[config.mk]
export PLATFORM = sky130hd
export DESIGN_NAME = awg_host_regs
export DESIGN_NICKNAME = d
export VERILOG_FILES = /design/src/hw/awg_pkg.sv /design/src/hw/awg_host_regs.sv
export SDC_FILE = /design/constraint.sdc
export NUM_CORES = 1
export LEC_CHECK = 0
export BUFFER_PORTS_ARGS = -buffer_cell sky130_fd_sc_hd__buf_2
export CAP_MARGIN = 20
export CORE_ASPECT_RATIO = 0.8
export CORE_MARGIN = 1.5
export CORE_UTILIZATION = 45
export CTS_BUF_LIST = sky130_fd_sc_hd__clkbuf_8
export DETAILED_ROUTE_END_ITERATION = 8
export PLACE_DENSITY_LB_ADDON = 0.05
export REMOVE_ABC_BUFFERS = 1
export SLEW_MARGIN = 20
export SYNTH_ARGS = -nofsm -noshare
export SYNTH_HDL_FRONTEND = slang
export SYNTH_SLANG_ARGS = --single-unit
[constraint.sdc]
create_clock -name AD3542_CLK -period 2.15 [get_ports AD3542_CLK]
set_input_delay 0.3225 -clock AD3542_CLK [delete_from_list [all_inputs] [get_ports AD3542_CLK]]
set_output_delay 0.3225 -clock AD3542_CLK [all_outputs]
set_load 0.02 [all_outputs]
[src/hw/awg_pkg.sv]
package awg_pkg;

   localparam int wave_addr_w = 9;    // 512 samples per channel
   localparam int chan_sel_w  = 5;
   localparam int sample_w    = 16;   // DAC word
   localparam int rep_w       = 23;
   localparam int wait_w      = 32;

   typedef logic [wave_addr_w-1:0] wave_addr_t;
   typedef logic [chan_sel_w-1:0]  chan_sel_t;
   typedef logic [sample_w-1:0]    sample_word_t;
   typedef logic [rep_w-1:0]       rep_count_t;
   typedef logic [wait_w-1:0]      wait_count_t;   // In clock cycles

   // Host write into one channel's wave memory
   typedef struct packed {
      logic         we;
      chan_sel_t    chan;
      wave_addr_t   addr;
      sample_word_t data;
   } host_wave_t;

   typedef struct packed {
      wave_addr_t   addr;
      sample_word_t data;
   } wave_wr_t;   // Shared by all channels

   typedef struct packed {
      wave_addr_t  data_num;
      rep_count_t  repetition;
      wait_count_t wait_num;
   } seq_cfg_t;

   typedef struct packed {
      logic         valid;
      sample_word_t data;
   } sample_t;

   typedef enum logic [1:0] {
      seq_idle,
      seq_play,
      seq_wait
   } seq_state_t;

endpackage

[src/hw/awg_host_regs.sv]
`timescale 1ns/1ps

module awg_host_regs #(
   parameter int num_channels = 4
) (
   input  logic                    AD3542_CLK,
   input  logic                    arst_n,
   input  awg_pkg::host_wave_t     host_wave,
   input  logic                    ctrl_we,
   input  logic                    ctrl_word_sel,
   input  logic [31:0]             ctrl_wdata,
   input  logic                    cr_kick,
   output logic [num_channels-1:0] wave_we,
   output awg_pkg::wave_wr_t       wave_wr,
   output awg_pkg::seq_cfg_t       cfg,
   output logic                    kick
);

   import awg_pkg::*;

   logic                    cr_kick_d;
   logic [num_channels-1:0] wave_sel;

   // Channels at num_channels and above never match
   always_comb begin
      for (int i = 0; i < num_channels; i++) begin
         wave_sel[i] = host_wave.we && (host_wave.chan == chan_sel_t'(i));
      end
   end

   always_ff @(posedge AD3542_CLK or negedge arst_n) begin
      if (!arst_n) begin
         wave_we   <= '0;
         cr_kick_d <= 1'b0;
         kick      <= 1'b0;
      end else begin
         wave_we   <= wave_sel;
         cr_kick_d <= cr_kick;
         kick      <= cr_kick && !cr_kick_d;   // Rising edge only
      end
   end

   always_ff @(posedge AD3542_CLK) begin
      if (host_wave.we) begin
         wave_wr.addr <= host_wave.addr;
         wave_wr.data <= host_wave.data;
      end
   end

   // Lower word packs data_num and repetition, upper word is wait_num
   always_ff @(posedge AD3542_CLK or negedge arst_n) begin
      if (!arst_n) begin
         cfg <= '0;
      end else if (ctrl_we) begin
         if (ctrl_word_sel) begin
            cfg.wait_num <= ctrl_wdata;
         end else begin
            cfg.data_num   <= ctrl_wdata[wave_addr_w-1:0];
            cfg.repetition <= ctrl_wdata[wave_addr_w +: rep_w];
         end
      end
   end

   a_wave_we_onehot: assert property (
      @(posedge AD3542_CLK) disable iff (!arst_n)
      $onehot0(wave_we)
   );

endmodule

Word level (Yosys, flattened, before mapping)
Cells that the tools add are included.
- flip-flop bits (word level): 95
- input bits: 68
- output and inout bits: 94
- word-level logic and storage cells: 21
- eq/ne operators: 3
- bitwise operators: 1
- reductions and logical operators: 9
- operators with widths (kind ; count):
    $eq 5x2->1 const B ; 2
    $eq 5x1->1 const B ; 1
    $logic_and 1x1->1 ; 5
    $logic_not 5->1 ; 1
    $reduce_and 2->1 ; 2
    $logic_not 1->1 ; 1
    $not 1->1 ; 1

Longest topological paths before layout
- depth in word-level cells: 2
- gate-level depth with buffers: 4
- gate-level depth less buffers: 2

Worst setup path before layout
OpenSTA, ideal clock, no wires.
- path kind: input-to-reg
- start: in ctrl_we
- end: reg cfg[46] (netlist bit)
- library setup time: 125 ps
- arrival: 1053 ps
- setup slack: 972 ps
- stages on the path: 4
- path buffers: 2
- path through: nor2b_1 > buf_2 > buf_6 > mux2_2
- longest elaborated chain between the ends: 1
- RTL lines (what ; RTL line ; RTL):
    start: declaration ; awg_host_regs.sv:9 ; input logic ctrl_we,
    $reduce_and 2->1 (no source line) ; -- ;
    end: declaration ; awg_host_regs.sv:15 ; output awg_pkg::seq_cfg_t cfg,
Every way passes these cells.
A chain may end at the register's enable or synchronous reset.

Worst setup path after layout
- start: reg cfg[61] (netlist bit)
- end: out cfg[61] (netlist bit)
No word-level cell between the ends.

==> results.rst <==
.. list-table::
   :header-rows: 1

   * - Metric
     - Value
   * - Result of the run
     - complete, no violations
   * - Initial core utilization
     - 47.5%
   * - Area of the core
     - 7060 sq um
   * - Gpl congestion
     - 0.695
   * - PD cells
     - 904 nW/um^2
   * - Most area-consuming cells after synthesis
     - dfrtp_1 (52%), edfxtp_1 (22%), mux2_2 (21%)
   * - Max-cap check violation count
     - 0
   * - Number of antenna violations at the first check in global routing
     - 0
   * - Max Buffers Root-to-Sink
     - 2
   * - Synth top cells by count
     - dfrtp_1 (70), mux2_2 (62), edfxtp_1 (25), buf_2 (4), buf_6 (3)
   * - Highest fanout seen on the critical path
     - 2
   * - Starting DRC count in detailed routing
     - 46
   * - Clock Latency Late Sink
     - 0.34 ns
   * - Post-route setup TNS
     - 0 ns
   * - Crit-path leading delay family
     - flip-flops
   * - Diode count
     - 0
   * - Root buffer selected by CTS
     - clkbuf_8
   * - Endpoints failing setup
     - 0
   * - TritonCTS clock tree
     - built
   * - Crit path arrival time
     - 0.90 ns
   * - Class of the worst hold path
     - input pin to register
   * - Worst reg2reg path depth
     - 1
   * - Number of different library cells in the post-synthesis netlist
     - 12
   * - Critical Path Sink Type
     - primary output
   * - Cell with the most instances after synthesis
     - dfrtp_1
   * - Clock-pin slew reported for the worst setup and hold paths after clock tree synthesis
     - 0.09 ns
   * - Number of detailed-routing iterations run before antenna repair
     - 4
   * - Mean number of vias per cell
     - 4.72
   * - Leading area contributor after synthesis
     - dfrtp_1
   * - Synthesized instance count
     - 175
   * - Startpoint-to-endpoint class of the critical path
     - register to primary output
   * - End of the worst register-to-register path
     - cfg[48]
   * - Final max-slew violation count
     - 0
   * - Total number of clock tree sinks
     - 95
   * - Overall power consumption
     - 4.04 mW
   * - Synthesis warning total
     - 0
   * - Unrepaired setup endpoints after global routing
     - no
   * - Buffers plus inverters on the worst setup path
     - 1
   * - Width of the chip
     - 99.5 um
   * - Worst setup skew after layout
     - 0.00000835 ns
   * - Slew at the pin closest to its max-slew limit
     - 0.453 ns
   * - Largest net degree at the start of global routing
     - 71
   * - Average cell area after synthesis
     - 19.2 sq um
   * - # H-tree levels
     - 3
   * - Max-Slew Margin vs Limit
     - 69.7%
   * - Die height
     - 80.2 um
   * - Buffers on Ports
     - 161
   * - Largest stage delay on the critical path
     - 0.39 ns
   * - Post-synthesis to final-layout area growth
     - 33.3%
   * - Net count, final
     - 414
   * - Number of buffers created by CTS
     - 9
   * - Startpoint class of the critical path
     - register
   * - Critical Path, Cell by Cell
     - buf_2
   * - Pleak
     - 2.12 nW
   * - FF-to-FF Start
     - cfg[48]
   * - DRT Wirelength
     - 6480 um
   * - Fraction of the core area covered by cells at the end of the flow
     - 63.3%
   * - Residual antenna-violating net count after detailed routing
     - 0
   * - Most used flip-flop cell after synthesis
     - dfrtp_1
   * - Final Hold Fails
     - 0
   * - Half-perimeter wire length of the detailed placement result
     - 4650 um
   * - Count of flip-flops with a built-in enable after synthesis
     - 25
   * - Global-route wire length before repair
     - 10400 um
   * - Final critical-path required period
     - 1.23 ns
   * - Row count
     - 27
   * - Die area
     - 7980 sq um
   * - Via total after detailed routing
     - 2066
   * - Number of logic stages on the critical path including buffering
     - 1
   * - Data required time of the worst path
     - 1.83 ns
   * - Start point of the critical path
     - cfg[61]
   * - End point of the critical path
     - cfg[61]
   * - Synth async-reset ratio
     - 73.7%
   * - Average wire length per cell after detail routing
     - 14.8 um
   * - Register bit total from synthesis
     - 95
   * - Largest vdd supply drop
     - 0.546 mV
   * - Library cell contributing the largest single delay on the critical path
     - dfrtp_1
   * - Post CTS Setup Buffer Count
     - 0
   * - Worst hold margin
     - 0.0890 ns
   * - Share of final-layout standard cells stronger than drive strength 1
     - 70.7%
   * - Maximum operating frequency
     - 816 MHz
   * - Post-CTS Resized
     - 0
   * - Total global routing track utilization
     - 17.3%
   * - Via count of the first global-routing pass
     - 2132
   * - Slack of the worst reg-to-reg path
     - 1.38 ns
   * - Residual overflow from global routing
     - 0
   * - Tcrit/Tclk final
     - 57.0%
   * - DRC violations left
     - 0
   * - Boundary Pins
     - 162
   * - Mapped cell area
     - 3350 sq um
   * - Share of the synthesized area in the top cell type
     - 52.3%
   * - Seq/Total Area, Yosys
     - 74.7%
-- what timing repair did --
action,CTS,global route
hold endpoints to repair,26,0
endpoints found under the setup margin,0,0
hold buffers,1,0
-- cell families (layout without fill, tap and decap cells) --
| group | after synthesis | after routing | synth area share, % |
|---|---|---|---|
| flops | 95 | 95 | 74.7 |
| mux | 64 | 64 | 21.7 |
| simple gates | 9 | 9 | 2.02 |
| buf+inv | 7 | 183 | 1.61 |
-- cells in the final DEF, fill, tap and decap left out, drive strengths merged --
master / instances
buf: 166
clkbuf: 10
clkinv: 4
clkinvlp: 2
dfrtp: 70
dlygate4sd3: 1
edfxtp: 25
mux2: 64
nand2: 2
nor2: 1
nor2b: 2
nor3: 1
nor3b: 2
or4b: 1
-- layer usage --
metal	track usage [%]	wire length (um)
met5	0	0
met1	20.7	2740
met4	4.08	62
met2	28.8	3200
met3	7.92	484
-- flip-flops by register name, summed over array words and instances, names as in the netlist --
register   flops
cfg           64
cr_kick_d      1
kick           1
wave_we        4
wave_wr       25
-- power by group --
group	switching [mW]	internal, mW	total [mW]	leakage, nW
combinational	0.494	0.353	0.848	0.966
clock	0.581	0.444	1.02	0.0834
sequential	0.0911	2.07	2.16	1.08
-- how the worst min path moves through the flow --
stage / from / to / slack (ns) / cells past startpoint
2_1_floorplan: arst_n / cfg[0] / 0.03 / 0
3_3_place_gp: arst_n / cfg[47] / 0.38 / 2
3_5_place_dp: arst_n / cfg[47] / 0.37 / 2
4_1_cts: cr_kick / cr_kick_d / 0.07 / 1
5_1_grt: cr_kick / cr_kick_d / 0.06 / 1
6_report: cr_kick / cr_kick_d / 0.09 / 1
-- layout make-up --
cell class / count / area [sq um]
Clock buffer: 10 / 138
Clock inverter: 6 / 36.3
Fill cell: 554 / 2590
Multi-Input combinational cell: 73 / 803
Sequential cell: 95 / 2500
Tap cell: 87 / 109
Timing Repair Buffer: 167 / 878
-- metrics by stage --
stage / setup WS, ns / cells / instance area (sq um)
floorplan: -0.220 / 168 / 3300
global placement: 0.622 / 421 / 4280
detailed placement: 0.612 / 421 / 4280
CTS: 0.897 / 438 / 4470
global route: 0.863 / 438 / 4470
finish: 0.925 / 438 / 4470
No activity file was read; power rests on OpenSTA's default activity.
