**config.mk**
```make
export PLATFORM = sky130hd
export DESIGN_NAME = wave_sequencer
export DESIGN_NICKNAME = d
export VERILOG_FILES = /design/src/hw/awg_pkg.sv /design/src/hw/wave_sequencer.sv
export SDC_FILE = /design/constraint.sdc
export NUM_CORES = 1
export LEC_CHECK = 0
export BUFFER_PORTS_ARGS = -buffer_cell sky130_fd_sc_hd__clkbuf_2
export CELL_PAD_IN_SITES_DETAIL_PLACEMENT = 1
export CELL_PAD_IN_SITES_GLOBAL_PLACEMENT = 1
export CORE_MARGIN = 4
export CORE_UTILIZATION = 47
export CTS_BUF_LIST = sky130_fd_sc_hd__clkbuf_2 sky130_fd_sc_hd__clkbuf_4 sky130_fd_sc_hd__clkbuf_8
export DETAILED_ROUTE_END_ITERATION = 10
export HOLD_SLACK_MARGIN = 0.02
export PLACE_DENSITY = 0.93
export RECOVER_POWER = 25
export SYNTH_ARGS = -nofsm -noshare
export SYNTH_HDL_FRONTEND = slang
export SYNTH_SLANG_ARGS = --single-unit
```
**constraint.sdc**
```tcl
create_clock -name AD3542_CLK -period 13.31 [get_ports AD3542_CLK]
set_clock_uncertainty 0.15 [all_clocks]
set_input_delay 1.9965 -clock AD3542_CLK [delete_from_list [all_inputs] [get_ports AD3542_CLK]]
set_output_delay 1.9965 -clock AD3542_CLK [all_outputs]
set_load 0.01 [all_outputs]
```
**src/hw/awg_pkg.sv**
```systemverilog
package awg_pkg;

   localparam int wave_addr_w = 9;    // 512 samples per channel
   localparam int chan_sel_w  = 5;
   localparam int sample_w    = 16;   // DAC word
   localparam int rep_w       = 23;
   localparam int wait_w      = 32;

   typedef logic [wave_addr_w-1:0] wave_addr_t;
   typedef logic [chan_sel_w-1:0]  chan_sel_t;
   typedef logic [sample_w-1:0]    sample_word_t;
   typedef logic [rep_w-1:0]       rep_count_t;
   typedef logic [wait_w-1:0]      wait_count_t;   // In clock cycles

   // Host write into one channel's wave memory
   typedef struct packed {
      logic         we;
      chan_sel_t    chan;
      wave_addr_t   addr;
      sample_word_t data;
   } host_wave_t;

   typedef struct packed {
      wave_addr_t   addr;
      sample_word_t data;
   } wave_wr_t;   // Shared by all channels

   typedef struct packed {
      wave_addr_t  data_num;
      rep_count_t  repetition;
      wait_count_t wait_num;
   } seq_cfg_t;

   typedef struct packed {
      logic         valid;
      sample_word_t data;
   } sample_t;

   typedef enum logic [1:0] {
      seq_idle,
      seq_play,
      seq_wait
   } seq_state_t;

endpackage

```
**src/hw/wave_sequencer.sv**
```systemverilog
`timescale 1ns/1ps

module wave_sequencer (
   input  logic                  AD3542_CLK,
   input  logic                  arst_n,
   input  awg_pkg::seq_cfg_t     cfg,
   input  logic                  kick,
   input  logic                  stop,
   output awg_pkg::wave_addr_t   rd_addr,
   input  awg_pkg::sample_word_t rd_data,
   output logic                  busy,
   output awg_pkg::sample_t      sample
);

   import awg_pkg::*;

   seq_state_t  state;
   wave_addr_t  addr_cnt;
   rep_count_t  pass_cnt;
   wait_count_t wait_cnt;
   logic        rd_vld;
   logic        start_ok;
   logic        last_addr;
   logic        last_pass;

   assign start_ok  = kick && !stop && (cfg.data_num != '0) && (cfg.repetition != '0);
   assign last_addr = (addr_cnt == wave_addr_t'(cfg.data_num - 1'b1));
   assign last_pass = (pass_cnt == rep_count_t'(cfg.repetition - 1'b1));

   always_ff @(posedge AD3542_CLK or negedge arst_n) begin
      if (!arst_n) begin
         state    <= seq_idle;
         addr_cnt <= '0;
         pass_cnt <= '0;
         wait_cnt <= '0;
         rd_vld   <= 1'b0;
      end else if (stop) begin
         state    <= seq_idle;   // Abort and drop the read in flight
         addr_cnt <= '0;
         rd_vld   <= 1'b0;
      end else begin
         rd_vld <= (state == seq_play);   // Tracks the RAM latency
         case (state)
            seq_idle: begin
               if (start_ok) begin
                  state    <= seq_play;
                  addr_cnt <= '0;
                  pass_cnt <= '0;
               end
            end
            seq_play: begin
               if (!last_addr) begin
                  addr_cnt <= addr_cnt + 1'b1;
               end else begin
                  addr_cnt <= '0;
                  if (last_pass) begin
                     state <= seq_idle;
                  end else if (cfg.wait_num == '0) begin
                     pass_cnt <= pass_cnt + 1'b1;   // Back to back passes
                  end else begin
                     state    <= seq_wait;
                     wait_cnt <= cfg.wait_num - 1'b1;
                  end
               end
            end
            seq_wait: begin
               if (wait_cnt == '0) begin
                  state    <= seq_play;
                  pass_cnt <= pass_cnt + 1'b1;
               end else begin
                  wait_cnt <= wait_cnt - 1'b1;
               end
            end
            default: begin
               state <= seq_idle;
            end
         endcase
      end
   end

   assign rd_addr = addr_cnt;

   // Last read of a run still counts as busy
   assign busy = (state != seq_idle) || rd_vld;

   assign sample.valid = rd_vld && !stop;
   assign sample.data  = rd_data;

   a_valid_busy: assert property (
      @(posedge AD3542_CLK) disable iff (!arst_n)
      sample.valid |-> busy
   );

   a_stop_idle: assert property (
      @(posedge AD3542_CLK) disable iff (!arst_n)
      stop |=> !busy
   );

endmodule

```
Word-level counts from Yosys, hierarchy flattened. Cells that the tools add are included.

Register bits: 67. Bits in latches: 0. RAM bits: 0. Bits in read-only memories: 0. Input bits: 84. Output and inout bits: 27. Word-level logic and storage cells: 69. Memories kept: 0.

Add/subtract/negate cells: 6. Multiply operators: 0. Div/mod/pow operators: 0. $lt $le $gt $ge: 0. Equal/unequal tests: 15. Shift-type cells: 0. Mux-type cells: 23. Bitwise logic cells: 1. Reduce and logical (&&, ||, !) cells: 19.

Operators with widths (count): two-way mux 32 bit (4); two-way mux 23 bit (5); one-hot mux 23 bit (3 select lines) (1); logical NOT 32 bit (2); one-hot mux 32 bit (2 select lines) (1); subtractor 32 x 1 -> 32 bit (second input constant) (2); two-way mux 9 bit (3); adder 23 x 1 -> 23 bit (second input constant) (1); equality test 23 bit (1); nonzero test 23 bit (1); subtractor 23 x 1 -> 23 bit (second input constant) (1); one-hot mux 9 bit (2 select lines) (1); two-way mux 2 bit (6); inequality test 2 bit (second input constant) (6); adder 9 x 1 -> 9 bit (second input constant) (1); equality test 9 bit (1); inequality test 3 bit (second input constant) (3); nonzero test 9 bit (1); subtractor 9 x 1 -> 9 bit (second input constant) (1); AND reduction 7 bit (1); one-hot mux 2 bit (3 select lines) (1); AND reduction 6 bit (1); nonzero test 3 bit (2); logical AND 1 bit (4); other kinds (12) (13).

Depth between registers and ports, before layout.
Depth after elaboration: 7. Depth in mapped cells: 19. Gate-level depth less buffers: 12.

Worst setup path after synthesis. OpenSTA, ideal clock, no wires.

Kind: register to register. From: register state[0]. To: register wait_cnt[26]. Setup time: 0.094 ns. Arrival: 4.896 ns. Required time: 13.066 ns. Setup slack: 8.169 ns. Stages on the path, launching flop included: 19. Path buffers: 7. Period minus slack after synthesis: 5.141 ns. Cells stage by stage: dfrtp_1 inv_1 ha_1 buf_2 buf_2 clkbuf_1 clkbuf_1 buf_2 clkbuf_1 clkbuf_1 mux2i_1 ha_1 o211ai_1 nor4_1 nand4_1 nor4b_1 or2_2 o21ai_2 a221oi_2.

Cells in the longest elaborated chain, start to end: 3. Elaborated cells on any way between the ends: 9. Those cells by class: 6 x eq/ne; 1 x mux; 2 x reduce/logical.

RTL lines: from (decl) (line wave_sequencer.sv:17) `seq_state_t state;`; from (signal assigned) (line wave_sequencer.sv:32) `state <= seq_idle;`; from (signal assigned) (line wave_sequencer.sv:38) `state <= seq_idle;`; from (signal assigned) (line wave_sequencer.sv:46) `state <= seq_play;`; equality test 2 bit or equality test 2 x 1 -> 1 bit (tied branches) (line wave_sequencer.sv:43) `case (state)`; inequality test 2 bit (no line) or nonzero test 2 bit (tied branches); AND reduction 6 bit (no line); to (signal assigned) (line wave_sequencer.sv:62) `wait_cnt <= cfg.wait_num - 1'b1;`; to (signal assigned) (line wave_sequencer.sv:71) `wait_cnt <= wait_cnt - 1'b1;`; to (decl) (line wave_sequencer.sv:20) `wait_count_t wait_cnt;`.

Parallel ways exist; a longest one is shown, timed or not. A chain may end at the register's enable or synchronous reset.

Final worst setup path.
From: input cfg[32] in the netlist's numbering. To: register pass_cnt[14].

Cells in the longest elaborated chain, start to end: 4. Elaborated cells on any way between the ends: 7. Those cells by class: 1 x add/sub; 3 x eq/ne; 3 x reduce/logical.

RTL lines: from (decl) (line wave_sequencer.sv:6) `input awg_pkg::seq_cfg_t cfg,`; subtractor 23 x 1 -> 23 bit or nonzero test 23 bit (tied branches) (line wave_sequencer.sv:28, wave_sequencer.sv:26); equality test 23 bit or logical AND 1 bit (tied branches) (line wave_sequencer.sv:28, wave_sequencer.sv:26); inequality test 2 bit (no line); AND reduction 7 bit (no line) (*); to (signal assigned) (line wave_sequencer.sv:59) `pass_cnt <= pass_cnt + 1'b1;`; to (signal assigned) (line wave_sequencer.sv:69) `pass_cnt <= pass_cnt + 1'b1;`; to (decl) (line wave_sequencer.sv:19) `rep_count_t pass_cnt;`.

Mark *: on every way between the ends. The rest lies on a longest branch, timed or not.

==> qor.csv <==
metric,value,unit
cts_buffer_depth,2,
finalSetupViolCount,0,
gr-usage-met1,33.4,%
finalHoldViolCount,0,
synth-seq-area-share,26.6,%
antenna_cells,0,
endpoint_kind,flip-flop,
wl_per_cell,19.8,µm
synth_cell_types,78,
crit_path_start_kind,primary input,
cts_tree,yes,
cts_htree_levels,3,
arrival,6.25,ns
leakage,2.61,nW
syn_avg_cell_area,7.88,µm²
grt_max_degree,68,
drc_errors,0,
synth-edff-count,0,
final_core_util,51.9,%
async_flop_share,100,%
finalNonFillerCells,1020,
grt_pass1_wl,32.5,mm
cts_made_buffers,9,
met3_usage,5.77,%
grt.busiest_layer,met2,
drt_iter0_markers,596,
routabilityCongestion,0.897,
hp-class,flip-flop to flip-flop,
yosysWarnings,0,
slew_headroom,-161,%
detail-route-antenna-nets,0,
dieArea,0.0153,mm²
hpwl,14.5,mm
synth_top_area_cell,dfrtp_1,
worstSetupPathType,primary input to flip-flop,
p_per_area,117,mW/mm²
clock_latency,0.39,ns
maxSlewViolCount,68,
cts_resized,0,
fin_crit_sh,46.3,%
synthCells,799,
syn-num-nets,893,
irDropWorstVdd,0.0639,mV
io_pins,111,
synth.most_common_cell,nor2_1,
rsz0062_at_grt,no,
yosys-top-cells-count,"nor2_1, dfrtp_1, nand2_1",
start_util,47.7,%
setup_tns,0,ns
drt_wl_total,20.2,mm
die_x,124,µm
layout.nets,933,
io_buffers,78,
status,finished with violations,
whs,0.393,ns
clockRootBuffer,clkbuf_8,
grt_pass1_vias,6474,
drive_gt1_share,18.5,%
required,13.39,ns
post_drt_via_cell_ratio,6.35,
grt_use_met2,46.1,%
cts_hold_buf,0,
die_y,124,µm
grt_overflow_total,0,
syn_area,0.00630,mm²
antenna_found_initial,0,
dr.pass1.iters,4,
cap_viol_max_count,1,
worstPathMaxFanout,26,
synth_area_leaders,"dfrtp_1, xnor2_1, o21ai_0",
violations,"capacitance limit, slew limit",
area_growth,8.68,%
num_rows,42,
dp.cells,1004,
synth_seq_cells,67,
fmax,162,MHz
grtUsageTotal,26.7,%
fillers,1693,
cts.clk_slew.worst_paths,0.08,ns
vias,6482,
power,0.800,mW
min_period,6.17,ns
cts_setup_buffers,0,
yosys.area.top_type_share,26.6,%
tightest_slew,3.92,ns
coreArea,0.0132,mm²
cts.sinks,67,
ys.flop_type,dfrtp_1,
## sequential cells by signal, indices dropped and copies added, names as in the netlist
name	flops
pass_cnt	23
wait_cnt	32
state	2
rd_addr	9
rd_vld	1
## power by group
part	switching (mW)	internal, mW	total [mW]
Combinational	0.158	0.117	0.275
Sequential	0.0710	0.255	0.326
Clock	0.0941	0.105	0.199
## cell families after synthesis
| logic type | count (synthesis) | share of synthesized area (%) |
|---|---|---|
| XOR/XNOR | 62 | 8.84 |
| multiplexers | 13 | 2.11 |
| AND/OR/NAND/NOR | 384 | 32.7 |
| adder cells (fa/ha/maj) | 10 | 1.99 |
| flip-flops | 67 | 26.6 |
| AO/OA/AOI/OAI | 188 | 21.3 |
| buffers and inverters | 75 | 6.46 |
## path summary, 6_finish.rpt
path | startpoint | to | slack, ns | cells after the start
hold reg to reg | wait_cnt[31] | wait_cnt[31] | 0.39 | 2
setup / recovery | cfg[32] | pass_cnt[14] | 7.14 | 12
min in group asynchronous | arst_n | wait_cnt[5] | 2.91 | 2
hold / removal | wait_cnt[31] | wait_cnt[31] | 0.39 | 2
setup reg to reg | state[0] | wait_cnt[29] | 8.08 | 12
max in group asynchronous | arst_n | rd_addr[2] | 7.88 | 2
## layer usage
layer  vias to the layer above  wire [µm]
met2                       148      10300
met3                        49        825
met4                         0        391
met1                      3276       8700
met5                         -          0
li1                       3009          -
## area by class of cell
class / count / area (µm²) / area share, %
Multi-Input combinational cell: 657 / 4230 / 61.8
Sequential cell: 67 / 1680 / 24.5
Timing Repair Buffer: 83 / 423 / 6.18
Tap cell: 176 / 220 / 3.22
Clock buffer: 9 / 124 / 1.81
Clock inverter: 7 / 92.6 / 1.35
Inverter: 21 / 78.8 / 1.15
## cell usage in the layout (no fill, tap or decap), types with 7 or more instances in the layout
cell	synthesis	final
nand3_1	39	39
a21oi_1	25	25
clkbuf_8	0	9
or3_1	12	12
xor2_1	22	22
or2_2	20	20
nand4b_1	8	8
a211oi_1	7	7
o31ai_1	17	17
inv_1	20	20
ha_1	10	9
nand2_1	65	65
nand2b_1	12	12
a31oi_1	7	7
o211ai_1	7	7
nor2_1	78	77
nor2b_1	13	13
nand4_1	11	11
nor3_1	41	41
or4_1	7	7
a221oi_2	10	10
dfrtp_1	67	67
o21ai_2	10	10
mux2i_1	11	11
clkbuf_2	2	76
nor3b_1	8	8
o21ai_0	60	60
nor4_1	25	25
and3_1	11	11
xnor2_1	39	39
and2_1	11	11
## critical path, stage by stage
cell and delay (ns):
clkbuf_2 0.12, inv_1 0.08, ha_1 0.24, or4b_1 0.56
nor4_4 0.51, xnor2_1 0.14, or4_1 0.54, nor4_2 0.38
and3_1 0.29, o31a_2 0.46, or2_1 0.70, o21ai_0 0.21
## stage by stage
step | setup slack (ns) | area [µm²]
after CTS | 7.21 | 6850
after global routing | 6.81 | 6840
after global placement | 6.96 | 6630
after detailed placement | 6.78 | 6630
final | 7.14 | 6840
after floorplan | 8.17 | 6300
Note: power is estimated with default switching activity, not from simulation.
