### config.mk
export PLATFORM = sky130hd
export DESIGN_NAME = dac_out_stage
export DESIGN_NICKNAME = d
export VERILOG_FILES = /design/src/hw/awg_pkg.sv /design/src/hw/dac_out_stage.sv
export SDC_FILE = /design/constraint.sdc
export NUM_CORES = 1
export LEC_CHECK = 0
export ABC_AREA = 1
export BUFFER_PORTS_ARGS = -buffer_cell sky130_fd_sc_hd__buf_4
export CAP_MARGIN = 40
export CORE_MARGIN = 2
export CORE_UTILIZATION = 47
export DETAILED_ROUTE_END_ITERATION = 8
export PLACE_DENSITY_LB_ADDON = 0.3
export SLEW_MARGIN = 30
export SYNTH_ARGS = -nofsm -noshare
export SYNTH_HDL_FRONTEND = slang
export SYNTH_SLANG_ARGS = --single-unit
### constraint.sdc
create_clock -name AD3542_CLK -period 1.1 [get_ports AD3542_CLK]
set_input_delay 0.11 -clock AD3542_CLK [delete_from_list [all_inputs] [get_ports AD3542_CLK]]
set_output_delay 0.11 -clock AD3542_CLK [all_outputs]
set_load 0.01 [all_outputs]
### src/hw/awg_pkg.sv
package awg_pkg;

   localparam int wave_addr_w = 9;    // 512 samples per channel
   localparam int chan_sel_w  = 5;
   localparam int sample_w    = 16;   // DAC word
   localparam int rep_w       = 23;
   localparam int wait_w      = 32;

   typedef logic [wave_addr_w-1:0] wave_addr_t;
   typedef logic [chan_sel_w-1:0]  chan_sel_t;
   typedef logic [sample_w-1:0]    sample_word_t;
   typedef logic [rep_w-1:0]       rep_count_t;
   typedef logic [wait_w-1:0]      wait_count_t;   // In clock cycles

   // Host write into one channel's wave memory
   typedef struct packed {
      logic         we;
      chan_sel_t    chan;
      wave_addr_t   addr;
      sample_word_t data;
   } host_wave_t;

   typedef struct packed {
      wave_addr_t   addr;
      sample_word_t data;
   } wave_wr_t;   // Shared by all channels

   typedef struct packed {
      wave_addr_t  data_num;
      rep_count_t  repetition;
      wait_count_t wait_num;
   } seq_cfg_t;

   typedef struct packed {
      logic         valid;
      sample_word_t data;
   } sample_t;

   typedef enum logic [1:0] {
      seq_idle,
      seq_play,
      seq_wait
   } seq_state_t;

endpackage

### src/hw/dac_out_stage.sv
`timescale 1ns/1ps

module dac_out_stage #(
   parameter int num_channels = 4
) (
   input  logic                    AD3542_CLK,
   input  logic                    arst_n,
   input  awg_pkg::sample_t        sample [num_channels],
   input  logic                    sw_debug,
   input  logic [2:0]              sw_mode,
   output awg_pkg::sample_word_t   dac_out [num_channels],
   output logic [num_channels-1:0] dac_update
);

   import awg_pkg::*;

   logic [3:0]   sw_meta;
   logic [3:0]   sw_sync;
   logic         debug_mode;
   logic [2:0]   test_mode;
   sample_word_t test_val;
   sample_word_t hold [num_channels];

   assign debug_mode = sw_sync[3];
   assign test_mode  = sw_sync[2:0];

   // Two flop synchronizer for the switches
   always_ff @(posedge AD3542_CLK or negedge arst_n) begin
      if (!arst_n) begin
         sw_meta <= '0;
         sw_sync <= '0;
      end else begin
         sw_meta <= {sw_debug, sw_mode};
         sw_sync <= sw_meta;
      end
   end

   always_ff @(posedge AD3542_CLK or negedge arst_n) begin
      if (!arst_n) begin
         test_val <= '0;
      end else begin
         case (test_mode)
            3'd1:    test_val <= 16'hFFFF;   // Full scale
            3'd2:    test_val <= 16'h7FFF;
            3'd3:    test_val <= 16'h0FFF;
            3'd4:    test_val <= 16'h07FF;
            3'd5:    test_val <= 16'h8000;   // Mid scale
            default: test_val <= 16'h0000;
         endcase
      end
   end

   always_ff @(posedge AD3542_CLK or negedge arst_n) begin
      if (!arst_n) begin
         dac_update <= '0;
         for (int i = 0; i < num_channels; i++) begin
            hold[i] <= '0;
         end
      end else begin
         for (int i = 0; i < num_channels; i++) begin
            dac_update[i] <= sample[i].valid;
            if (sample[i].valid) begin
               hold[i] <= sample[i].data;
            end
         end
      end
   end

   // Hold registers keep loading while the test value is shown
   always_comb begin
      for (int i = 0; i < num_channels; i++) begin
         dac_out[i] = debug_mode ? test_val : hold[i];
      end
   end

endmodule

== Yosys cells after proc, flatten, opt, wreduce, memory -nomap -nowiden ==
Cells that the tools add are included.
Word-level totals
  input bits: 74
  word-level logic and storage cells: 18
  output and inout bits: 68
  register bits: 92
Operators by class
  multiplexer cells: 5
  equal/unequal tests: 5
Operators by type and width (number)
  one-hot mux 16 bit (5 select lines): 1
  2-to-1 mux 16 bit: 4
  == test 3 x 2 -> 1 bit, second input constant: 2
  == test 3 bit, second input constant: 2
  == test 3 x 1 -> 1 bit, second input constant: 1

== Longest topological paths before layout ==
Gate-level depths: netlist of run 1.
  depth after elaboration: 2
  gate-level depth with buffers: 4
  depth with buffers taken out: 4

== Least setup slack after synthesis of run 1 ==
OpenSTA, ideal clock, no wires.
  path type: flip-flop to output port
  from: reg sw_sync[3]
  to: out dac_out[10] (netlist name)
  required time: 990 ps
  buffers on the path: 2
  cell stages (with the launch flop): 4
  slack: -9 ps
  arrival: 999 ps
  cell sequence: dfrtp_1 > buf_6 > clkbuf_2 > o21ai_0
RTL lines
  start, declared: RTL line dac_out_stage.sv:18  | logic [3:0] sw_sync;
  start signal, assigned: RTL line dac_out_stage.sv:34  | sw_sync <= sw_meta;
  end, declared: RTL line dac_out_stage.sv:11  | output awg_pkg::sample_word_t dac_out [num_channels],

==> metrics.md, run 1 <==
| Metric | Value |
|---|---|
| Worst Setup SP | `sw_sync[3]$_DFF_PN0_` |
| Placed cell area | `approximately 4500 µm²` |
| # fillers | `440` |
| Root buffer cell | `clkbuf_8` |
| Largest net degree at the start of global routing | `between 80 and 90` |
| Rows | `30` |
| Critical Path RT | `between 900 and 1000 ps` |
| Iter 0 DRT Violations | `around 150` |
| Max Cap Viol | `0` |
| Fin crit share | `137%` |
| Clk pwr share | `between 30% and 40%` |
| Seq cells post-synth | `80` |
| Vias in the first global route | `around 3.1k` |
| Final setup viols | `between 60 and 70` |
| Die Height | `just under 90 µm` |
| Critical Path End | `dac_out[27]` |
| Pwr per Cell Area | `1370 nW/µm²` |
| Setup Skew | `slightly above 9 ps` |
| R2R setup slack | `160 ps` |
| Combinational power share | `a little over a fifth` |
| Unrepaired setup endpoints after global routing | `true` |
| Final Critical Period | `1510 ps` |
| Initial antenna violation count | `0` |
| Reg2Reg Depth | `2` |
| Worst setup EP type | `output port` |
| Startpoint Class | `register` |
| DRC errors left | `0` |
| I/O Pins | `between 100 and 150` |
| Post-synthesis cell type count | `14` |
| Syn nets | `between 400 and 500` |
| Layout cells sized above 1 | `30.0%` |
| Final instance area | `5420 µm²` |
| Antenna Nets Post-Route | `0` |
| Core Footprint | `6830 µm²` |
| FF-to-FF Start | `sw_sync[0]$_DFF_PN0_` |
| Achievable Freq | `around 660 MHz` |
| Post-Synth Adder-Cell Area | `0%` |
| CTS tree | `yes` |
| Maximum vdd drop | `around 0.77 mV` |
| Worst-path clk slew | `around 80 ps` |
| Largest family of logic cells by synthesized area | `compound AO/OA/AOI/OAI gates` |
| Commonest cells after routing, fill and taps aside | `141 x buf_4, 79 x dfrtp_1, 76 x o21ai_0` |
| Crit Path Category | `reg2out` |
| Post-Layout Cell Count | `between 600 and 700` |
| Cell area after synthesis | `roughly 3300 µm²` |
| Final setup margin | `-411 ps` |
| Vias per cell | `4.82` |
| IO Port Bufs | `around 140` |
| Most common cell after layout, fill and taps aside | `buf_4` |
| HPWL Detailed | `5460 µm` |
| Post-Syn Area per Cell | `between 8 and 9 µm²` |
| Mux cell area share after synthesis | `0%` |
| CTS Sinks | `80` |
| Gpl congestion | `between 0.7 and 0.8` |
| First-pass GRT wire length | `between 10000 and 15000 µm` |
| Clock buffer count from CTS | `9` |
| Final wirelength | `a little over 9000 µm` |
| Internal | `5.59 mW` |
| Dpl ws | `-58.5 ps` |
| Max Buffers Root-to-Sink | `2` |
| Outcome | `complete, but fails checks` |
| Worst hold path type | `in2reg` |
| Postcts setup bufs | `0` |
| Sequential Power Share | `43.8%` |
| # diodes | `0` |
| Post-synthesis cell count | `around 370` |
| Pins Over Slew Limit | `0` |
| Synth Area in Simple Gates | `approximately 8.3%` |
| Compound-cell area share of the yosys netlist | `20.0%` |
| GR Overflow Total | `0` |
| DR vias | `3261` |
| Critical R2R Capture | `test_val[10]$_DFF_PN0_` |
| Nets | `approximately 650` |
| Switch Pwr | `around 1.8 mW` |
| Failing checks | `negative setup slack` |
| Per-cell routed wire length | `between 10 and 15 µm` |
| DRT Pass-1 Iters | `6` |
| Die ar. | `7810 µm²` |
| Sequential-to-total area share from yosys stat | `roughly three fifths` |
| Least-Margin Pin Slew | `around 420 ps` |
| Hold Fails Final Rpt | `0` |
| Die width | `a little under 90 µm` |
| GRT Util Overall | `24.2%` |
| Pleak | `roughly 2.8 nW` |
| Final Power | `between 7 and 8 mW` |
| Placed Cells | `between 500 and 600` |
| H-tree depth | `3` |
| Starting density of the core | `slightly below 50%` |
| Area Overhead vs Synth | `62.0%` |
| Critical path data arrival time | `roughly 1400 ps` |
| Slew margin rel. | `between 70% and 80%` |
| Synthesized-area fraction occupied by xor and xnor cells | `0%` |
| Clk_lat worst skew | `~340 ps` |
| Sw Ratio | `24.8%` |
| Synth warn | `0` |
| TNS Setup | `-22940 ps` |
| CP max FO | `20` |
[repair_timing]
action / CTS / global route
gates resized for setup: 33 / 23
endpoints found under the hold margin: 144 / 0
pin swaps: 0 / 0
setup endpoints to repair: 64 / 64
hold buffers: 65 / 0
[metal layers]
layer	vias to the layer above	global-route usage [%]	wire length [µm]
met5	-	0	0
met4	0	11.8	284
met3	28	4.38	456
met2	123	42.4	4750
met1	1533	28.8	3670
li1	1577	-	-
[cell families after synthesis]
kind of cell | count (synthesis)
AOI/OAI and AO/OA | 131
buffers and inverters | 92
DFF | 80
and+or+nand+nor | 71
[state kept, by name, indices dropped and copies added, names as in the netlist]
name	flops
sw_sync	4
hold	64
dac_update	4
sw_meta	4
test_val	4
[final cells by class]
| class | count | area, µm² | share of cell area, % |
|---|---|---|---|
| sequential | 80 | 2000 | 36.9 |
| timing repair buffer | 214 | 1830 | 33.8 |
| multi-input combinational | 202 | 971 | 17.9 |
| inverter | 68 | 255 | 4.71 |
| clock buffer | 13 | 149 | 2.75 |
| tap | 96 | 120 | 2.22 |
| clock inverter | 3 | 90.1 | 1.66 |
[worst max-delay path, stage by stage, from the launching register on]
cell and delay, ps:
dfrtp_2 500, buf_6 200, o21ai_1 190, buf_4 160
[worst min path at each step]
| stage | from | endpoint | slack (ps) | cells after the start |
|---|---|---|---|---|
| 2_1_floorplan | arst_n | dac_update[0]$_DFF_PN0_ | -190 | 0 |
| 3_3_place_gp | arst_n | hold[38]$_DFFE_PN0P_ | 160 | 2 |
| 3_5_place_dp | arst_n | hold[38]$_DFFE_PN0P_ | 170 | 2 |
| 4_1_cts | sample[20] | hold[19]$_DFFE_PN0P_ | 3 | 3 |
| 5_1_grt | sample[27] | hold[26]$_DFFE_PN0P_ | 30 | 3 |
| 6_report | sample[20] | hold[19]$_DFFE_PN0P_ | 10 | 3 |
[cells in the mapped netlist (all sizes together)]
master	n	area share, %
nand2	70	8.1
buf	14	3.0
dfrtp	80	60
inv	68	7.6
clkbuf	10	1.2
a21oi	2	0.30
nor2	1	0.11
o21ai	129	20
[stage by stage]
step | utilization, % | hold slack (ps)
final | 79.4 | 10.3
after global routing | 79.4 | 29.6
after CTS | 78.9 | 3.48
after detailed placement | 65.8 | 167
after global placement | 65.8 | 164
after floorplan | - | -186
[power by group through the flow]
| stage | sequential [mW] | clock [mW] | combinational [mW] |
|---|---|---|---|
| final | 3.26 | 2.56 | 1.61 |
| after global routing | 3.28 | 2.75 | 1.77 |
| after CTS | 3.25 | 2.62 | 1.56 |
| after detailed placement | 3.31 | 0 | 1.35 |
| after global placement | 3.30 | 0 | 1.32 |
| after floorplan | 3.29 | 0 | 0.593 |
Power figures use the tool's default switching activity.
==> inputs of run 2 (changes only) <==
--- a/config.mk
+++ b/config.mk
@@ -7,9 +7,9 @@
 export LEC_CHECK = 0
 export ABC_AREA = 1
 export BUFFER_PORTS_ARGS = -buffer_cell sky130_fd_sc_hd__buf_4
-export CAP_MARGIN = 40
+export CAP_MARGIN = 10
 export CORE_MARGIN = 2
-export CORE_UTILIZATION = 47
+export CORE_UTILIZATION = 39
 export DETAILED_ROUTE_END_ITERATION = 8
 export PLACE_DENSITY_LB_ADDON = 0.3
 export SLEW_MARGIN = 30
==> run 2 against run 1 <==
Effect of this change: clock-buffer cell count increased by 1; routed wire length decreased by 5.1%; critical path type unchanged; critical path depth unchanged; via count decreased by 3.2%; the run still ends with negative setup slack left; setup slack improved by 7.7 ps; sequential share of layout area decreased by 0.30 points; combinational power about the same; clock skew decreased by 6.5 ps; largest cell class unchanged; power decreased by 6.1%.
==> metrics.md, run 2 (same netlist as run 1, synthesis figures left out) <==
| Metric | Value |
|---|---|
| Critical Path RT | `990 ps (about the same)` |
| GRT Util Overall | `19.0% (was 24.2%)` |
| Initial antenna violation count | `0 (unchanged)` |
| Least-Margin Pin Slew | `283 ps (was 423 ps)` |
| Maximum vdd drop | `0.676 mV (was 0.768 mV)` |
| Achievable Freq | `665 MHz (was 662 MHz)` |
| Clk_lat worst skew | `330 ps (was 340 ps)` |
| Iter 0 DRT Violations | `102 (was 153)` |
| DRC errors left | `0 (unchanged)` |
| Die width | `96.6 µm (was 88.4 µm)` |
| Vias in the first global route | `3127 (was 3129)` |
| Crit Path Category | `reg2out (unchanged)` |
| Antenna Nets Post-Route | `0 (unchanged)` |
| Largest register by flop count | `hold (unchanged)` |
| Die Height | `96.6 µm (was 88.4 µm)` |
| Fin crit share | `137% (about the same)` |
| Met3 Wirelength | `398 µm (was 456 µm)` |
| CTS Sinks | `80 (unchanged)` |
| Layout cells sized above 1 | `30.5% (was 30.0%)` |
| Final Critical Period | `1500 ps (was 1510 ps)` |
| Vias per cell | `4.57 (was 4.82)` |
| Max Buffers Root-to-Sink | `2 (unchanged)` |
| CP delay by family, top | `flip-flops (unchanged)` |
| R2R setup slack | `180 ps (was 160 ps)` |
| Root buffer cell | `clkbuf_8 (unchanged)` |
| DRT Pass-1 Iters | `4 (was 6)` |
| GR Overflow Total | `0 (unchanged)` |
| IO Port Bufs | `141 (unchanged)` |
| Postcts setup bufs | `0 (unchanged)` |
| Slew margin rel. | `81.0% (was 71.8%)` |
| Max Cap Viol | `0 (unchanged)` |
| CTS tree | `yes (unchanged)` |
| Hold Fails Final Rpt | `0 (unchanged)` |
| Most common cell after layout, fill and taps aside | `buf_4 (unchanged)` |
| Critical path data arrival time | `1390 ps (was 1400 ps)` |
| Internal | `5.21 mW (was 5.59 mW)` |
| Startpoint Class | `register (unchanged)` |
| First-pass GRT wire length | `14400 µm (unchanged)` |
| Starting density of the core | `40.5% (was 49.0%)` |
| Core Footprint | `8260 µm² (was 6830 µm²)` |
| Failing checks | `negative setup slack (unchanged)` |
| Worst setup EP type | `output port (unchanged)` |
| CP max-delay cell | `dfrtp_2 (unchanged)` |
| CP bufs+invs | `2 (unchanged)` |
| DRT met1 WL | `3640 µm (was 3670 µm)` |
| Number of flip-flops in the largest register | `64 (unchanged)` |
| Unrepaired setup endpoints after global routing | `true (unchanged)` |
| Combinational power share | `23.1% (was 21.7%)` |
| Pwr per Cell Area | `1280 nW/µm² (was 1370 nW/µm²)` |
| Switch Pwr | `1.77 mW (was 1.85 mW)` |
| Worst hold path type | `in2reg (unchanged)` |
| Final setup viols | `64 (unchanged)` |
| Rows | `33 (was 30)` |
| DR vias | `3156 (was 3261)` |
| Outcome | `complete, but fails checks (unchanged)` |
| Pleak | `2.79 nW (was 2.78 nW)` |
| I/O Pins | `142 (unchanged)` |
| Nets | `655 (was 649)` |
| TNS Setup | `-21570 ps (was -22940 ps)` |
| Setup Skew | `2.67 ps (was 9.20 ps)` |
| H-tree depth | `3 (unchanged)` |
| Sequential Power Share | `46.6% (was 43.8%)` |
| Die ar. | `9340 µm² (was 7810 µm²)` |
| Max layer used | `met4 (unchanged)` |
| Largest stage delay, worst path | `490 ps (was 500 ps)` |
| Final setup margin | `-403 ps (was -411 ps)` |
| Gpl congestion | `0.776 (was 0.775)` |
| HPWL Detailed | `5830 µm (was 5460 µm)` |
| Worst-path clk slew | `70 ps (was 80 ps)` |
| Sw Ratio | `25.4% (was 24.8%)` |
| CP Cell Sequence | `buf_12, o21ai_0, buf_4 (was buf_6, o21ai_1, buf_4)` |
| Clock buffer count from CTS | `9 (unchanged)` |
| Pins Over Slew Limit | `0 (unchanged)` |
| # diodes | `0 (unchanged)` |
| Largest net degree at the start of global routing | `39 (was 81)` |
| Final wirelength | `8700 µm (was 9170 µm)` |
| Per-cell routed wire length | `12.6 µm (was 13.6 µm)` |
| Area Overhead vs Synth | `63.4% (was 62.0%)` |
| Clk pwr share | `30.3% (was 34.5%)` |
| Commonest cells after routing, fill and taps aside | `144 x buf_4, 82 x o21ai_0, 79 x dfrtp_1 (was 141 x buf_4, 79 x dfrtp_1, 76 x o21ai_0)` |
| Dpl ws | `-128 ps (was -58.5 ps)` |
| Total length of routed met2 wires | `4420 µm (was 4750 µm)` |
| CP max FO | `38 (was 20)` |
-- run 2: changes by cell type in the layout (fill, tap and decap cells not counted) --
cell           change
o21ai_2            +2
buf_4              +3
buf_6              -2
o21ai_1            -8
o21ai_0            +6
clkinvlp_4         +1
nand2_4            -1
bufinv_16          -2
clkbuf_8           +1
nand2_2            +1
buf_12             +2
dlygate4sd3_1      +3
-- run 2: path summary, 6_finish.rpt --
kind / start / endpoint / depth (start not counted)
max: sw_sync[3]$_DFF_PN0_ / dac_out[2] / 3
min: sample[37] / hold[35]$_DFFE_PN0P_ / 3
max reg2reg: sw_sync[0]$_DFF_PN0_ / test_val[10]$_DFF_PN0_ / 2
min reg2reg: sw_meta[1]$_DFF_PN0_ / sw_sync[1]$_DFF_PN0_ / 0
max in group asynchronous: arst_n / hold[2]$_DFFE_PN0P_ / 3
min in group asynchronous: arst_n / hold[58]$_DFFE_PN0P_ / 2
-- run 2: final cells by class --
| cell class | count | area (µm²) |
|---|---|---|
| flip-flops and latches | 80 | 2000 |
| multi-input cells | 202 | 973 |
| clock buffers | 14 | 163 |
| inverters | 68 | 255 |
| repair buffers | 220 | 1900 |
| fillers | 654 | 2790 |
| clock inverters | 2 | 37.5 |
| well taps | 105 | 131 |
-- run 2: stage by stage --
| stage | instances | power (mW) | util, % | hold WS (ps) | cell area [µm²] |
|---|---|---|---|---|---|
| 2_1_floorplan | 374 | 3.89 | - | -186 | 3350 |
| 3_3_place_gp | 607 | 4.65 | 55.1 | 8.62 | 4550 |
| 3_5_place_dp | 607 | 4.68 | 55.1 | 10.7 | 4550 |
| 4_1_cts | 691 | 7.03 | 65.9 | 9.16 | 5450 |
| 5_1_grt | 691 | 7.37 | 66.2 | 15.1 | 5470 |
| 6_report | 691 | 6.98 | 66.2 | 32.0 | 5470 |
-- run 2: per-layer routing --
layer / track usage, % / vias up
li1: - / 1580
met2: 32.2 / 92
met3: 4.05 / 19
met5: 0 / -
met1: 22.9 / 1465
met4: 9.43 / 0
-- run 2: timing repair --
action,4_1_cts,5_1_grt
endpoints found under the hold margin,147,0
hold buffers,68,0
gates cloned,0,0
endpoints found under the setup margin,64,64
gates resized for setup,22,27
-- run 2: worst register-to-register path: stages (launching register included) --
cell and delay (ps):
dfrtp_1 400, o21ai_0 280, a21oi_1 110
-- run 2: power groups by stage --
stage | Clock [mW] | Combinational (mW) | Sequential [mW]
finish | 2.11 | 1.61 | 3.25
CTS | 2.18 | 1.59 | 3.26
floorplan | 0 | 0.593 | 3.29
detailed placement | 0 | 1.37 | 3.31
global placement | 0 | 1.35 | 3.30
global route | 2.32 | 1.78 | 3.28
==> inputs of run 3 (changes only) <==
--- a/config.mk
+++ b/config.mk
@@ -8,10 +8,10 @@
 export ABC_AREA = 1
 export BUFFER_PORTS_ARGS = -buffer_cell sky130_fd_sc_hd__buf_4
 export CAP_MARGIN = 10
-export CORE_MARGIN = 2
 export CORE_UTILIZATION = 39
 export DETAILED_ROUTE_END_ITERATION = 8
 export PLACE_DENSITY_LB_ADDON = 0.3
+export SKIP_CTS_REPAIR_TIMING = 1
 export SLEW_MARGIN = 30
 export SYNTH_ARGS = -nofsm -noshare
 export SYNTH_HDL_FRONTEND = slang
==> run 3 against run 2 <==
Effect of this change: the flow finishes with violations (negative hold slack, negative setup slack); combinational power shrank 9%; sequential cell count is the same; clock power up 11%; via count is 4.9% lower; critical path type unchanged.
==> metrics.md, run 3 (same netlist as run 1, synthesis figures left out) <==
| Metric | Value |
|---|---|
| Outcome | `complete, but fails checks (unchanged)` |
| Failing checks | `negative hold slack, negative setup slack (was negative setup slack)` |
| # diodes | `0 (unchanged)` |
| Die Height | `94.6 µm (was 96.6 µm)` |
| Gpl congestion | `0.754 (was 0.776)` |
| GRT Util Overall | `18.2% (was 19.0%)` |
| GR Overflow Total | `0 (unchanged)` |
| Least-Margin Pin Slew | `322 ps (was 283 ps)` |
| Placed Cells | `608 (was 607)` |
| Most common cell after layout, fill and taps aside | `buf_4 (unchanged)` |
| Largest net degree at the start of global routing | `38 (was 39)` |
| DRC errors left | `0 (unchanged)` |
| Worst-path clk slew | `90 ps (was 70 ps)` |
| Clk_lat worst skew | `330 ps (about the same)` |
| Worst setup EP type | `output port (unchanged)` |
| I/O Pins | `142 (unchanged)` |
| Max Buffers Root-to-Sink | `2 (unchanged)` |
| Vias per cell | `4.57 (about the same)` |
| Pleak | `2.63 nW (was 2.79 nW)` |
| Nets | `620 (was 655)` |
| Number of flip-flops in the largest register | `64 (unchanged)` |
| Iter 0 DRT Violations | `83 (was 102)` |
| Final wirelength | `8280 µm (was 8700 µm)` |
| Final setup margin | `-457 ps (was -403 ps)` |
| Achievable Freq | `642 MHz (was 665 MHz)` |
| Maximum vdd drop | `1.03 mV (was 0.676 mV)` |
| Fin crit share | `142% (was 137%)` |
| Critical Path RT | `990 ps (about the same)` |
| Final Critical Period | `1560 ps (was 1500 ps)` |
| Pins Over Slew Limit | `0 (unchanged)` |
| Clock buffer count from CTS | `9 (unchanged)` |
| Setup Skew | `11.8 ps (was 2.67 ps)` |
| Post-Layout Cell Count | `656 (was 691)` |
| Grt met2 use | `29.6% (was 32.2%)` |
| Dpl ws | `-77.7 ps (was -128 ps)` |
| Final instance area | `5080 µm² (was 5470 µm²)` |
| IO Port Bufs | `141 (unchanged)` |
| Die width | `94.6 µm (was 96.6 µm)` |
| Grt peak-use layer | `met2 (unchanged)` |
| Worst hold path type | `in2reg (unchanged)` |
| Starting density of the core | `40.5% (unchanged)` |
| Initial antenna violation count | `0 (unchanged)` |
| Die ar. | `8960 µm² (was 9340 µm²)` |
| Hold Fails Final Rpt | `19 (was 0)` |
| Startpoint Class | `register (unchanged)` |
| Antenna Nets Post-Route | `0 (unchanged)` |
| Root buffer cell | `clkbuf_8 (unchanged)` |
| CP max FO | `12 (was 38)` |
| Commonest cells after routing, fill and taps aside | `147 x buf_4, 93 x o21ai_0, 79 x dfrtp_1 (was 144 x buf_4, 82 x o21ai_0, 79 x dfrtp_1)` |
| Area Overhead vs Synth | `51.9% (was 63.4%)` |
| Unrepaired setup endpoints after global routing | `true (unchanged)` |
| Layout cells sized above 1 | `32.1% (was 30.5%)` |
| Pwr per Cell Area | `1390 nW/µm² (was 1280 nW/µm²)` |
| First-pass GRT wire length | `12500 µm (was 14400 µm)` |
| CTS Sinks | `80 (unchanged)` |
| Crit Path Category | `reg2out (unchanged)` |
| H-tree depth | `3 (unchanged)` |
| Critical path data arrival time | `1450 ps (was 1390 ps)` |
| Met3 GRT Util | `2.82% (was 4.05%)` |
| Rows | `33 (unchanged)` |
| M1 GR Usage | `24.5% (was 22.9%)` |
| Slew margin rel. | `78.3% (was 81.0%)` |
| Placed cell area | `4520 µm² (was 4550 µm²)` |
| Largest register by flop count | `hold (unchanged)` |
| Per-cell routed wire length | `12.6 µm (about the same)` |
| DRT Pass-1 Iters | `4 (unchanged)` |
| CTS tree | `yes (unchanged)` |
| Vias in the first global route | `2713 (was 3127)` |
| Final setup viols | `64 (unchanged)` |
| Max Cap Viol | `0 (unchanged)` |
| Core Footprint | `8260 µm² (unchanged)` |
| HPWL Detailed | `5680 µm (was 5830 µm)` |
| DR vias | `3000 (was 3156)` |
| Hold_ws | `-19.1 ps (was 32.0 ps)` |
-- run 3: cell count changes in the layout (fill, tap and decap cells not counted), moves of 2 or more --
cell and change:
dlygate4sd3_1 -37, o21ai_0 +11, o21ai_2 -6, o21ai_1 -5, buf_12 -3, buf_4 +3
clkbuf_1 -2
-- run 3: worst max-delay path: stages (launching register included) --
cell and delay, ps:
dfrtp_2 480, buf_4 210, o21ai_0 250, buf_4 180
-- run 3: per-stage QoR --
stage	utilization (%)	TNS [ps]	hold slack, ps	power (mW)
3_5_place_dp	54.8	-1630	34.0	4.67
5_1_grt	61.6	-27580	0.439	7.45
4_1_cts	57.5	-25060	-336	7.02
3_3_place_gp	54.8	-1270	34.8	4.63
2_1_floorplan	-	-70.2	-186	3.89
6_report	61.6	-22820	-19.1	7.06
-- run 3: area by class of cell --
cell class	instances	area, µm²
Clock buffer	11	141
Clock inverter	5	80.1
Fill cell	727	3170
Inverter	68	255
Multi-Input combinational cell	202	951
Sequential cell	80	2000
Tap cell	105	131
Timing Repair Buffer	185	1520
-- run 3: worst paths after layout --
path,start,end,slack (ps),depth (start not counted)
max,sw_sync[3]$_DFF_PN0_,dac_out[47],-460,3
min,sample[45],hold[43]$_DFFE_PN0P_,-20,3
max reg2reg,sw_sync[0]$_DFF_PN0_,test_val[10]$_DFF_PN0_,180,2
min reg2reg,sw_meta[1]$_DFF_PN0_,sw_sync[1]$_DFF_PN0_,350,0
max in group asynchronous,arst_n,hold[49]$_DFFE_PN0P_,380,3
min in group asynchronous,arst_n,hold[43]$_DFFE_PN0P_,240,2
-- run 3: report_power, final --
| part | internal (mW) | switching (mW) | total (mW) |
|---|---|---|---|
| Clock | 1.34 | 1.01 | 2.34 |
| Sequential | 3.18 | 0.0694 | 3.25 |
| Combinational | 0.745 | 0.728 | 1.47 |
| Total | 5.26 | 1.80 | 7.06 |
-- run 3: metal layers --
metal  wire length, µm  vias to the layer above
met5                 0                        -
met4                99                        0
met3               453                       11
met2              4210                       88
met1              3520                     1389
li1                  -                     1512
